===== src/game_pkg.sv =====
package game_pkg;

    typedef logic [1:0]  wb_addr_t;
    typedef logic [15:0] wb_data_t;
    typedef logic [7:0]  score_t;

    // host register map, word addresses
    localparam wb_addr_t REG_BALL_X = 2'd0;
    localparam wb_addr_t REG_BALL_Y = 2'd1;
    localparam wb_addr_t REG_SCORE  = 2'd2;
    localparam wb_addr_t REG_STATUS = 2'd3;  // bit 0 hit, clear on read

    typedef enum logic {
        WB_IDLE,
        WB_ACK
    } bus_state_t;

    // compared against the green channel of the camera pixel
    localparam logic [3:0] HIT_LUMA = 4'd12;

endpackage


===== src/video_pkg.sv =====
package video_pkg;

    typedef logic [9:0]  coord_t;   // screen x or y
    typedef logic [15:0] pixel_t;   // rgb565
    typedef logic [3:0]  colour_t;  // one vga channel
    typedef logic [4:0]  offset_t;  // position inside the ball box

    // 640x480 @ 60 Hz, 25 MHz pixel clock
    localparam int H_ACTIVE = 640;
    localparam int H_FRONT  = 16;
    localparam int H_SYNC   = 96;
    localparam int H_BACK   = 48;

    localparam int V_ACTIVE = 480;
    localparam int V_FRONT  = 10;
    localparam int V_SYNC   = 2;
    localparam int V_BACK   = 33;

    localparam int BALL_SIZE = 20;

    localparam pixel_t SPRITE_COLOUR = 16'hFC00;  // orange

endpackage

===== src/video_overlay_top.sv =====
module video_overlay_top #(
    parameter int H_ACTIVE = video_pkg::H_ACTIVE,
    parameter int H_FRONT  = video_pkg::H_FRONT,
    parameter int H_SYNC   = video_pkg::H_SYNC,
    parameter int H_BACK   = video_pkg::H_BACK,
    parameter int V_ACTIVE = video_pkg::V_ACTIVE,
    parameter int V_FRONT  = video_pkg::V_FRONT,
    parameter int V_SYNC   = video_pkg::V_SYNC,
    parameter int V_BACK   = video_pkg::V_BACK,
    parameter int TEXT_X   = 500,
    parameter int TEXT_Y   = 40,
    parameter logic [3:0] HIT_LUMA = game_pkg::HIT_LUMA
) (
    input  logic                clk,
    input  logic                rst_n,
    input  logic                cyc,
    input  logic                stb,
    input  logic                we,
    input  game_pkg::wb_addr_t  adr,
    input  game_pkg::wb_data_t  dat_w,
    output game_pkg::wb_data_t  dat_r,
    output logic                ack,
    input  video_pkg::pixel_t   camera_pixel,  // arrives one clock after x/y
    output video_pkg::coord_t   x_pixel,
    output video_pkg::coord_t   y_pixel,
    output video_pkg::colour_t  red,
    output video_pkg::colour_t  green,
    output video_pkg::colour_t  blue,
    output logic                hsync_out,
    output logic                vsync_out
);

    logic              active;
    logic              hsync;
    logic              vsync;
    logic              frame_start;
    video_pkg::coord_t ball_x;
    video_pkg::coord_t ball_y;
    game_pkg::score_t  score;
    video_pkg::pixel_t rom_pixel;
    logic              hit_area;
    video_pkg::pixel_t text_pixel;
    logic              text_area;

    vga_timing #(
        .H_ACTIVE (H_ACTIVE),
        .H_FRONT  (H_FRONT),
        .H_SYNC   (H_SYNC),
        .H_BACK   (H_BACK),
        .V_ACTIVE (V_ACTIVE),
        .V_FRONT  (V_FRONT),
        .V_SYNC   (V_SYNC),
        .V_BACK   (V_BACK)
    ) vga_timing_inst (
        .clk         (clk),
        .rst_n       (rst_n),
        .x_pixel     (x_pixel),
        .y_pixel     (y_pixel),
        .active      (active),
        .hsync       (hsync),
        .vsync       (vsync),
        .frame_start (frame_start)
    );

    game_ctrl #(
        .HIT_LUMA (HIT_LUMA)
    ) game_ctrl_inst (
        .clk          (clk),
        .rst_n        (rst_n),
        .cyc          (cyc),
        .stb          (stb),
        .we           (we),
        .adr          (adr),
        .dat_w        (dat_w),
        .dat_r        (dat_r),
        .ack          (ack),
        .frame_start  (frame_start),
        .active       (active),
        .hit_area     (hit_area),
        .camera_pixel (camera_pixel),
        .ball_x       (ball_x),
        .ball_y       (ball_y),
        .score        (score)
    );

    ball_sprite_rom ball_sprite_rom_inst (
        .clk       (clk),
        .ball_x    (ball_x),
        .ball_y    (ball_y),
        .x_pixel   (x_pixel),
        .y_pixel   (y_pixel),
        .rom_pixel (rom_pixel),
        .hit_area  (hit_area)
    );

    score_text #(
        .TEXT_X (TEXT_X),
        .TEXT_Y (TEXT_Y)
    ) score_text_inst (
        .clk        (clk),
        .score      (score),
        .x_pixel    (x_pixel),
        .y_pixel    (y_pixel),
        .text_pixel (text_pixel),
        .text_area  (text_area)
    );

    video_display video_display_inst (
        .clk          (clk),
        .rst_n        (rst_n),
        .camera_pixel (camera_pixel),
        .rom_pixel    (rom_pixel),
        .hit_area     (hit_area),
        .text_pixel   (text_pixel),
        .text_area    (text_area),
        .active       (active),
        .hsync        (hsync),
        .vsync        (vsync),
        .red          (red),
        .green        (green),
        .blue         (blue),
        .hsync_out    (hsync_out),
        .vsync_out    (vsync_out)
    );

endmodule


===== src/video_display.sv =====
module video_display (
    input  logic                clk,
    input  logic                rst_n,
    input  video_pkg::pixel_t   camera_pixel,
    input  video_pkg::pixel_t   rom_pixel,
    input  logic                hit_area,
    input  video_pkg::pixel_t   text_pixel,
    input  logic                text_area,
    input  logic                active,
    input  logic                hsync,
    input  logic                vsync,
    output video_pkg::colour_t  red,
    output video_pkg::colour_t  green,
    output video_pkg::colour_t  blue,
    output logic                hsync_out,
    output logic                vsync_out
);

    logic              active_d;
    logic              hsync_d;
    logic              vsync_d;
    video_pkg::pixel_t display_pixel;

    // sprite first, then score, then the camera picture
    always_comb begin
        if (!active_d)
            display_pixel = '0;
        else if (hit_area && rom_pixel != '0)
            display_pixel = rom_pixel;
        else if (text_area)
            display_pixel = text_pixel;
        else
            display_pixel = camera_pixel;
    end

    always_ff @(posedge clk) begin
        if (!rst_n) begin
            active_d  <= 1'b0;
            hsync_d   <= 1'b1;
            vsync_d   <= 1'b1;
            hsync_out <= 1'b1;
            vsync_out <= 1'b1;
            red       <= '0;
            green     <= '0;
            blue      <= '0;
        end else begin
            active_d  <= active;   // stage 1, aligns with sprite and text
            hsync_d   <= hsync;
            vsync_d   <= vsync;
            hsync_out <= hsync_d;  // stage 2
            vsync_out <= vsync_d;
            red       <= display_pixel[15:12];
            green     <= display_pixel[10:7];
            blue      <= display_pixel[4:1];
        end
    end

endmodule


===== src/score_text.sv =====
module score_text #(
    parameter int TEXT_X = 500,
    parameter int TEXT_Y = 40
) (
    input  logic               clk,
    input  game_pkg::score_t   score,
    input  video_pkg::coord_t  x_pixel,
    input  video_pkg::coord_t  y_pixel,
    output video_pkg::pixel_t  text_pixel,
    output logic               text_area
);

    // two 8x8 glyphs, doubled, give a 32x16 box
    localparam int TEXT_W = 32;
    localparam int TEXT_H = 16;

    logic [3:0]        digit_tens;
    logic [3:0]        digit_ones;
    video_pkg::coord_t x_rel;
    video_pkg::coord_t y_rel;
    logic              in_text;
    logic [2:0]        font_row;
    logic [2:0]        font_col;
    logic [7:0]        font_data;

    // glyph rows packed top row first
    function automatic logic [7:0] glyph_row(logic [3:0] digit, logic [2:0] row);
        logic [63:0] glyph;
        case (digit)
            4'd0:    glyph = 64'h3C666E7666663C00;
            4'd1:    glyph = 64'h1838181818187E00;
            4'd2:    glyph = 64'h3C66060C30607E00;
            4'd3:    glyph = 64'h3C66061C06663C00;
            4'd4:    glyph = 64'h0C1C3C6C7E0C0C00;
            4'd5:    glyph = 64'h7E607C0606663C00;
            4'd6:    glyph = 64'h3C607C6666663C00;
            4'd7:    glyph = 64'h7E060C1830303000;
            4'd8:    glyph = 64'h3C66663C66663C00;
            4'd9:    glyph = 64'h3C66663E06063C00;
            default: glyph = '0;
        endcase
        return glyph[(7 - row) * 8 +: 8];
    endfunction

    assign digit_tens = 4'(score / 10);
    assign digit_ones = 4'(score % 10);

    assign x_rel   = x_pixel - video_pkg::coord_t'(TEXT_X);
    assign y_rel   = y_pixel - video_pkg::coord_t'(TEXT_Y);
    assign in_text = (x_pixel >= TEXT_X) && (x_pixel < TEXT_X + TEXT_W) &&
                     (y_pixel >= TEXT_Y) && (y_pixel < TEXT_Y + TEXT_H);

    // halve the offset for the 2x scale
    assign font_row  = y_rel[3:1];
    assign font_col  = x_rel[3:1];
    assign font_data = glyph_row(x_rel[4] ? digit_ones : digit_tens, font_row);

    always_ff @(posedge clk) begin
        text_pixel <= (in_text && font_data[7 - font_col]) ? 16'hFFFF : 16'h0000;
        text_area  <= in_text;
    end

endmodule


===== src/ball_sprite_rom.sv =====
module ball_sprite_rom (
    input  logic               clk,
    input  video_pkg::coord_t  ball_x,
    input  video_pkg::coord_t  ball_y,
    input  video_pkg::coord_t  x_pixel,
    input  video_pkg::coord_t  y_pixel,
    output video_pkg::pixel_t  rom_pixel,
    output logic               hit_area
);

    video_pkg::coord_t  x_diff;
    video_pkg::coord_t  y_diff;
    video_pkg::offset_t x_offset;
    video_pkg::offset_t y_offset;
    logic               in_box;

    // round ball, radius 10 around (10,10)
    function automatic logic in_circle(video_pkg::offset_t dx, video_pkg::offset_t dy);
        int cx;
        int cy;
        cx = int'(dx) - 10;
        cy = int'(dy) - 10;
        return (cx * cx + cy * cy) < 100;
    endfunction

    assign x_diff   = x_pixel - ball_x;
    assign y_diff   = y_pixel - ball_y;
    assign x_offset = video_pkg::offset_t'(x_diff);
    assign y_offset = video_pkg::offset_t'(y_diff);

    // diff only meaningful once the coordinate is past the ball corner
    assign in_box = (x_pixel >= ball_x) && (y_pixel >= ball_y) &&
                    (x_diff < video_pkg::BALL_SIZE) && (y_diff < video_pkg::BALL_SIZE);

    always_ff @(posedge clk) begin
        rom_pixel <= in_circle(x_offset, y_offset) ? video_pkg::SPRITE_COLOUR : '0;
        hit_area  <= in_box;
    end

endmodule


===== src/game_ctrl.sv =====
module game_ctrl #(
    parameter logic [3:0] HIT_LUMA = game_pkg::HIT_LUMA
) (
    input  logic                clk,
    input  logic                rst_n,
    // wishbone classic slave
    input  logic                cyc,
    input  logic                stb,
    input  logic                we,
    input  game_pkg::wb_addr_t  adr,
    input  game_pkg::wb_data_t  dat_w,
    output game_pkg::wb_data_t  dat_r,
    output logic                ack,
    // video side
    input  logic                frame_start,
    input  logic                active,
    input  logic                hit_area,
    input  video_pkg::pixel_t   camera_pixel,
    output video_pkg::coord_t   ball_x,
    output video_pkg::coord_t   ball_y,
    output game_pkg::score_t    score
);

    game_pkg::bus_state_t state;

    video_pkg::coord_t host_x;
    video_pkg::coord_t host_y;
    game_pkg::score_t  host_score;
    logic              hit_flag;
    logic              active_d;  // lines up with hit_area and camera_pixel
    logic              wr_ack;
    logic              status_rd;
    logic              hit_now;

    always_ff @(posedge clk) begin
        if (!rst_n) begin
            state <= game_pkg::WB_IDLE;
        end else begin
            case (state)
                game_pkg::WB_IDLE: if (cyc && stb) state <= game_pkg::WB_ACK;
                default:           state <= game_pkg::WB_IDLE;  // one cycle ack
            endcase
        end
    end

    assign ack       = (state == game_pkg::WB_ACK);
    assign wr_ack    = ack && we;
    assign status_rd = ack && !we && (adr == game_pkg::REG_STATUS);
    assign hit_now   = active_d && hit_area && (camera_pixel[10:7] >= HIT_LUMA);

    always_ff @(posedge clk) begin
        if (!rst_n) begin
            host_x     <= '0;
            host_y     <= '0;
            host_score <= '0;
        end else if (wr_ack) begin
            case (adr)
                game_pkg::REG_BALL_X: host_x <= video_pkg::coord_t'(dat_w);
                game_pkg::REG_BALL_Y: host_y <= video_pkg::coord_t'(dat_w);
                game_pkg::REG_SCORE:
                    host_score <= (dat_w > 16'd99) ? 8'd99 : game_pkg::score_t'(dat_w);
                default: ;  // status is read only
            endcase
        end
    end

    // shadow copy, only at frame start so a frame never tears
    always_ff @(posedge clk) begin
        if (!rst_n) begin
            ball_x <= '0;
            ball_y <= '0;
            score  <= '0;
        end else if (frame_start) begin
            ball_x <= host_x;
            ball_y <= host_y;
            score  <= host_score;
        end
    end

    always_ff @(posedge clk) begin
        if (!rst_n) begin
            active_d <= 1'b0;
            hit_flag <= 1'b0;
        end else begin
            active_d <= active;
            if (hit_now)
                hit_flag <= 1'b1;  // a new hit beats the clear
            else if (status_rd)
                hit_flag <= 1'b0;
        end
    end

    always_comb begin
        dat_r = '0;
        if (ack && !we) begin
            case (adr)
                game_pkg::REG_BALL_X: dat_r = game_pkg::wb_data_t'(host_x);
                game_pkg::REG_BALL_Y: dat_r = game_pkg::wb_data_t'(host_y);
                game_pkg::REG_SCORE:  dat_r = game_pkg::wb_data_t'(host_score);
                default:              dat_r = game_pkg::wb_data_t'(hit_flag);
            endcase
        end
    end

endmodule


===== src/vga_timing.sv =====
module vga_timing #(
    parameter int H_ACTIVE = video_pkg::H_ACTIVE,
    parameter int H_FRONT  = video_pkg::H_FRONT,
    parameter int H_SYNC   = video_pkg::H_SYNC,
    parameter int H_BACK   = video_pkg::H_BACK,
    parameter int V_ACTIVE = video_pkg::V_ACTIVE,
    parameter int V_FRONT  = video_pkg::V_FRONT,
    parameter int V_SYNC   = video_pkg::V_SYNC,
    parameter int V_BACK   = video_pkg::V_BACK
) (
    input  logic               clk,
    input  logic               rst_n,
    output video_pkg::coord_t  x_pixel,
    output video_pkg::coord_t  y_pixel,
    output logic               active,
    output logic               hsync,
    output logic               vsync,
    output logic               frame_start
);

    localparam int H_TOTAL = H_ACTIVE + H_FRONT + H_SYNC + H_BACK;
    localparam int V_TOTAL = V_ACTIVE + V_FRONT + V_SYNC + V_BACK;

    video_pkg::coord_t h_cnt;
    video_pkg::coord_t v_cnt;

    always_ff @(posedge clk) begin
        if (!rst_n) begin
            h_cnt <= '0;
            v_cnt <= '0;
        end else if (h_cnt == H_TOTAL - 1) begin
            h_cnt <= '0;
            v_cnt <= (v_cnt == V_TOTAL - 1) ? '0 : v_cnt + 1'b1;
        end else begin
            h_cnt <= h_cnt + 1'b1;
        end
    end

    assign x_pixel = h_cnt;
    assign y_pixel = v_cnt;
    assign active  = (h_cnt < H_ACTIVE) && (v_cnt < V_ACTIVE);

    // negative polarity pulses
    assign hsync = !((h_cnt >= H_ACTIVE + H_FRONT) && (h_cnt < H_ACTIVE + H_FRONT + H_SYNC));
    assign vsync = !((v_cnt >= V_ACTIVE + V_FRONT) && (v_cnt < V_ACTIVE + V_FRONT + V_SYNC));

    assign frame_start = (h_cnt == '0) && (v_cnt == '0);

endmodule


===== config.mk =====
export PLATFORM = sky130hd
export DESIGN_NAME = video_overlay_top
export DESIGN_NICKNAME = d
export VERILOG_FILES = /design/src/game_pkg.sv /design/src/video_pkg.sv /design/src/video_overlay_top.sv /design/src/video_display.sv /design/src/score_text.sv /design/src/ball_sprite_rom.sv /design/src/game_ctrl.sv /design/src/vga_timing.sv
export SDC_FILE = /design/constraint.sdc
export NUM_CORES = 1
export LEC_CHECK = 0
export ABC_CLOCK_PERIOD_IN_PS = 20400
export BUFFER_PORTS_ARGS = -buffer_cell sky130_fd_sc_hd__buf_2
export CAP_MARGIN = 15
export CORE_MARGIN = 2
export CORE_UTILIZATION = 60
export CTS_BUF_LIST = sky130_fd_sc_hd__clkbuf_4
export DETAILED_ROUTE_END_ITERATION = 10
export PLACE_DENSITY = 0.8
export SYNTH_ARGS = -nofsm -noshare
export SYNTH_HDL_FRONTEND = slang
export SYNTH_SLANG_ARGS = --single-unit

===== constraint.sdc =====
create_clock -name clk -period 20.4 [get_ports clk]
set_clock_uncertainty 0.1 [all_clocks]
set_input_delay 2.04 -clock clk [delete_from_list [all_inputs] [get_ports clk]]
set_output_delay 2.04 -clock clk [all_outputs]
set_load 0.1 [all_outputs]

==> out/metrics.cfg <==
[synthesis]
ys.flop_type=dfxtp_1
avgSynthCellArea_um2=8.321
synth_top_area_share=0.2022
synth_warnings=0
synth_cell_types=102
syn_inst=1178
ys_ff_latch=99
ys_seq_area_frac=0.2022
synth-edff-count=0
yosysTopAreaCell=dfxtp_1
yosys-top-cells-area=dfxtp_1, fa_1, ha_1, nand2_1, inv_1
syn_area_mm2=0.009802
synthArstFlopShare=0

[placement]
gp_congestion=0.8996
dp_hpwl_um=17730
port_buffers=79

[clock_network]
clock-sinks=99
postCtsHoldBufs=0
cts_buffers=9
cts_max_level=3
worstSkewPairLatency_ps=480
clk_path_buf_depth=2
cts_tree=done
post-cts-setup-buffers=0
clk_root_buffer_cell=clkbuf_4
cts_resized=0
clkTransAtPathRegs_ps=170

[die]
die_w_um=131.8
die-area_mm2=0.01738
coreArea_mm2=0.01594
rows=46
num_io_pins=90
die_y_um=131.8
start_util=0.6148

[setup_path]
crit_path_max_incr_delay_ps=640
rr_worst_depth=35
cp-end-kind=flop
crit_required_ps=20720
crit_arrival_ps=9520
critPathLaunchType=flop
worst-setup-path-type=flop to flop
crit_path_top_delay_cell=a21oi_1
critPathMaxFanout=10
crit_path_frequent_cell=fa_1
reg2reg_from=vga_timing_inst.x_pixel[0]
r2r_end=ball_sprite_rom_inst.rom_pixel[14]
reg2reg_slack_ps=11210

[sta]
tightest_slew_ps=1088
slew_violations=0
period_needed_ps=9192
fmax_mhz=108.8
rsz0062_at_grt=false
fin_tns_setup_ps=0
fin_crit_sh=0.4506
setup_violations=0
slew_headroom=0.2747
hold_viol=0

[min_path]
hold_end=video_display_inst.vsync_out
holdPathStages=1
hp-class=flop to flop
min_from=video_display_inst.vsync_d

[grt]
track_usage=0.2636
overflow=0
grt_first_pass_wirelength_um=38070
grt_pass1_vias=7866
antenna_found_initial=0
grt_max_degree=73

[finish]
synthToLayoutAreaGrowth_pct=6.331
layout_common_cells=nand2_1, inv_1, dfxtp_1, ha_1, buf_2
nNetsFinal=1419
final_common_cell=nand2_1
drive_above_1_share=0.1114
multi_input_area_mm2=0.007087
regArea_mm2=0.001982
nFillCells=1402

[route]
dr.pass1.iters=5
drcViolationCount=0
via_per_inst=5.803
wl_um=22440
met1Wirelength_um=10540
route.met2.wl_um=10140
vias=8397
ant_nets=0
drt_iter0_drc=637
routedWlPerCell_um=15.51
wl_met3_um=1415
top_layer=met4

[job]
cap_viol_max_count=0

[status]
status=finished, final reports clean

==> state kept, by name, indices dropped and copies added (netlist names), 8 cells and up <==
name,flops
vga_timing_inst.x_pixel,10
game_ctrl_inst.ball_y,10
game_ctrl_inst.host_y,10
vga_timing_inst.y_pixel,10
game_ctrl_inst.score,8
game_ctrl_inst.host_x,10
game_ctrl_inst.host_score,8
game_ctrl_inst.ball_x,10
==> synthesized netlist by cell type (13+ instances only) <==
cell type and n:
nand4_1 13, xor2_1 17, fa_1 69, dfxtp_1 99, a21o_1 18, nand2b_1 31
clkbuf_1 30, nor3_1 18, nand3_1 20, nor2_1 76, o21ai_0 41, nor2b_1 23
a21boi_0 55, nand2_1 148, inv_1 128, xnor2_1 26, a21oi_1 65, ha_1 86
==> metal layers <==
| layer | track usage | up-vias |
|---|---|---|
| met5 | 0 | - |
| met2 | 0.4148 | 281 |
| met1 | 0.3870 | 3954 |
| met4 | 0.05495 | 0 |
| li1 | - | 4127 |
| met3 | 0.03883 | 35 |
==> critical path, delay by kind of cell (launching register included) <==
kind | cells | cell delay (ps)
buffers and inverters | 6 | 380
DFF | 1 | 360
xor gates and xnor gates | 1 | 220
and+or+nand+nor | 6 | 1230
AOI/OAI and AO/OA | 12 | 2680
adders and majority gates | 10 | 4170
==> how the worst max path moves through the flow <==
stage	startpoint	endpoint	slack (ps)
after floorplan	vga_timing_inst.x_pixel[0]	ball_sprite_rom_inst.rom_pixel[14]	11390
after global placement	vga_timing_inst.x_pixel[0]	ball_sprite_rom_inst.rom_pixel[14]	11350
after detailed placement	vga_timing_inst.x_pixel[0]	ball_sprite_rom_inst.rom_pixel[14]	11220
after CTS	vga_timing_inst.x_pixel[0]	ball_sprite_rom_inst.rom_pixel[14]	11210
after global routing	vga_timing_inst.x_pixel[0]	ball_sprite_rom_inst.rom_pixel[14]	10410
final	vga_timing_inst.x_pixel[0]	ball_sprite_rom_inst.rom_pixel[14]	11210
==> per-stage QoR <==
step	std cells	hold WS (ps)	utilization	area, um2	worst slack, ps
after global placement	1429	292.8	0.6424	10240	11350
after detailed placement	1429	293.1	0.6424	10240	11220
after CTS	1445	327.3	0.6526	10410	11210
final	1447	323.7	0.6537	10420	11210
after global routing	1446	339.3	0.6536	10420	10410
after floorplan	1183	286.3	-	9821	11390
==> kinds of logic (layout without fill, tap and decap cells) <==
logic type | Yosys count | after routing | synth area share
other cells | 1 | 7 | 0.0003826
fa+ha+maj | 156 | 156 | 0.2517
simple gates | 392 | 392 | 0.1988
mux | 15 | 15 | 0.01685
xor+xnor | 44 | 44 | 0.04008
buf+inv | 181 | 228 | 0.07672
compound gates | 290 | 290 | 0.2133
flops | 99 | 99 | 0.2022
==> layout make-up <==
cell class                 instances  area share
multi-input combinational        903      0.6800
antenna                            1   0.0002401
inverter                         129     0.04646
timing repair buffer              83     0.04154
sequential                        99      0.1902
clock buffer                       9    0.006483
clock inverter                     7    0.009244
tap                              216     0.02593
Power is left out: the tool's default activity adds up to more than one toggle a clock period on the data nets, which glitch-free logic cannot reach.
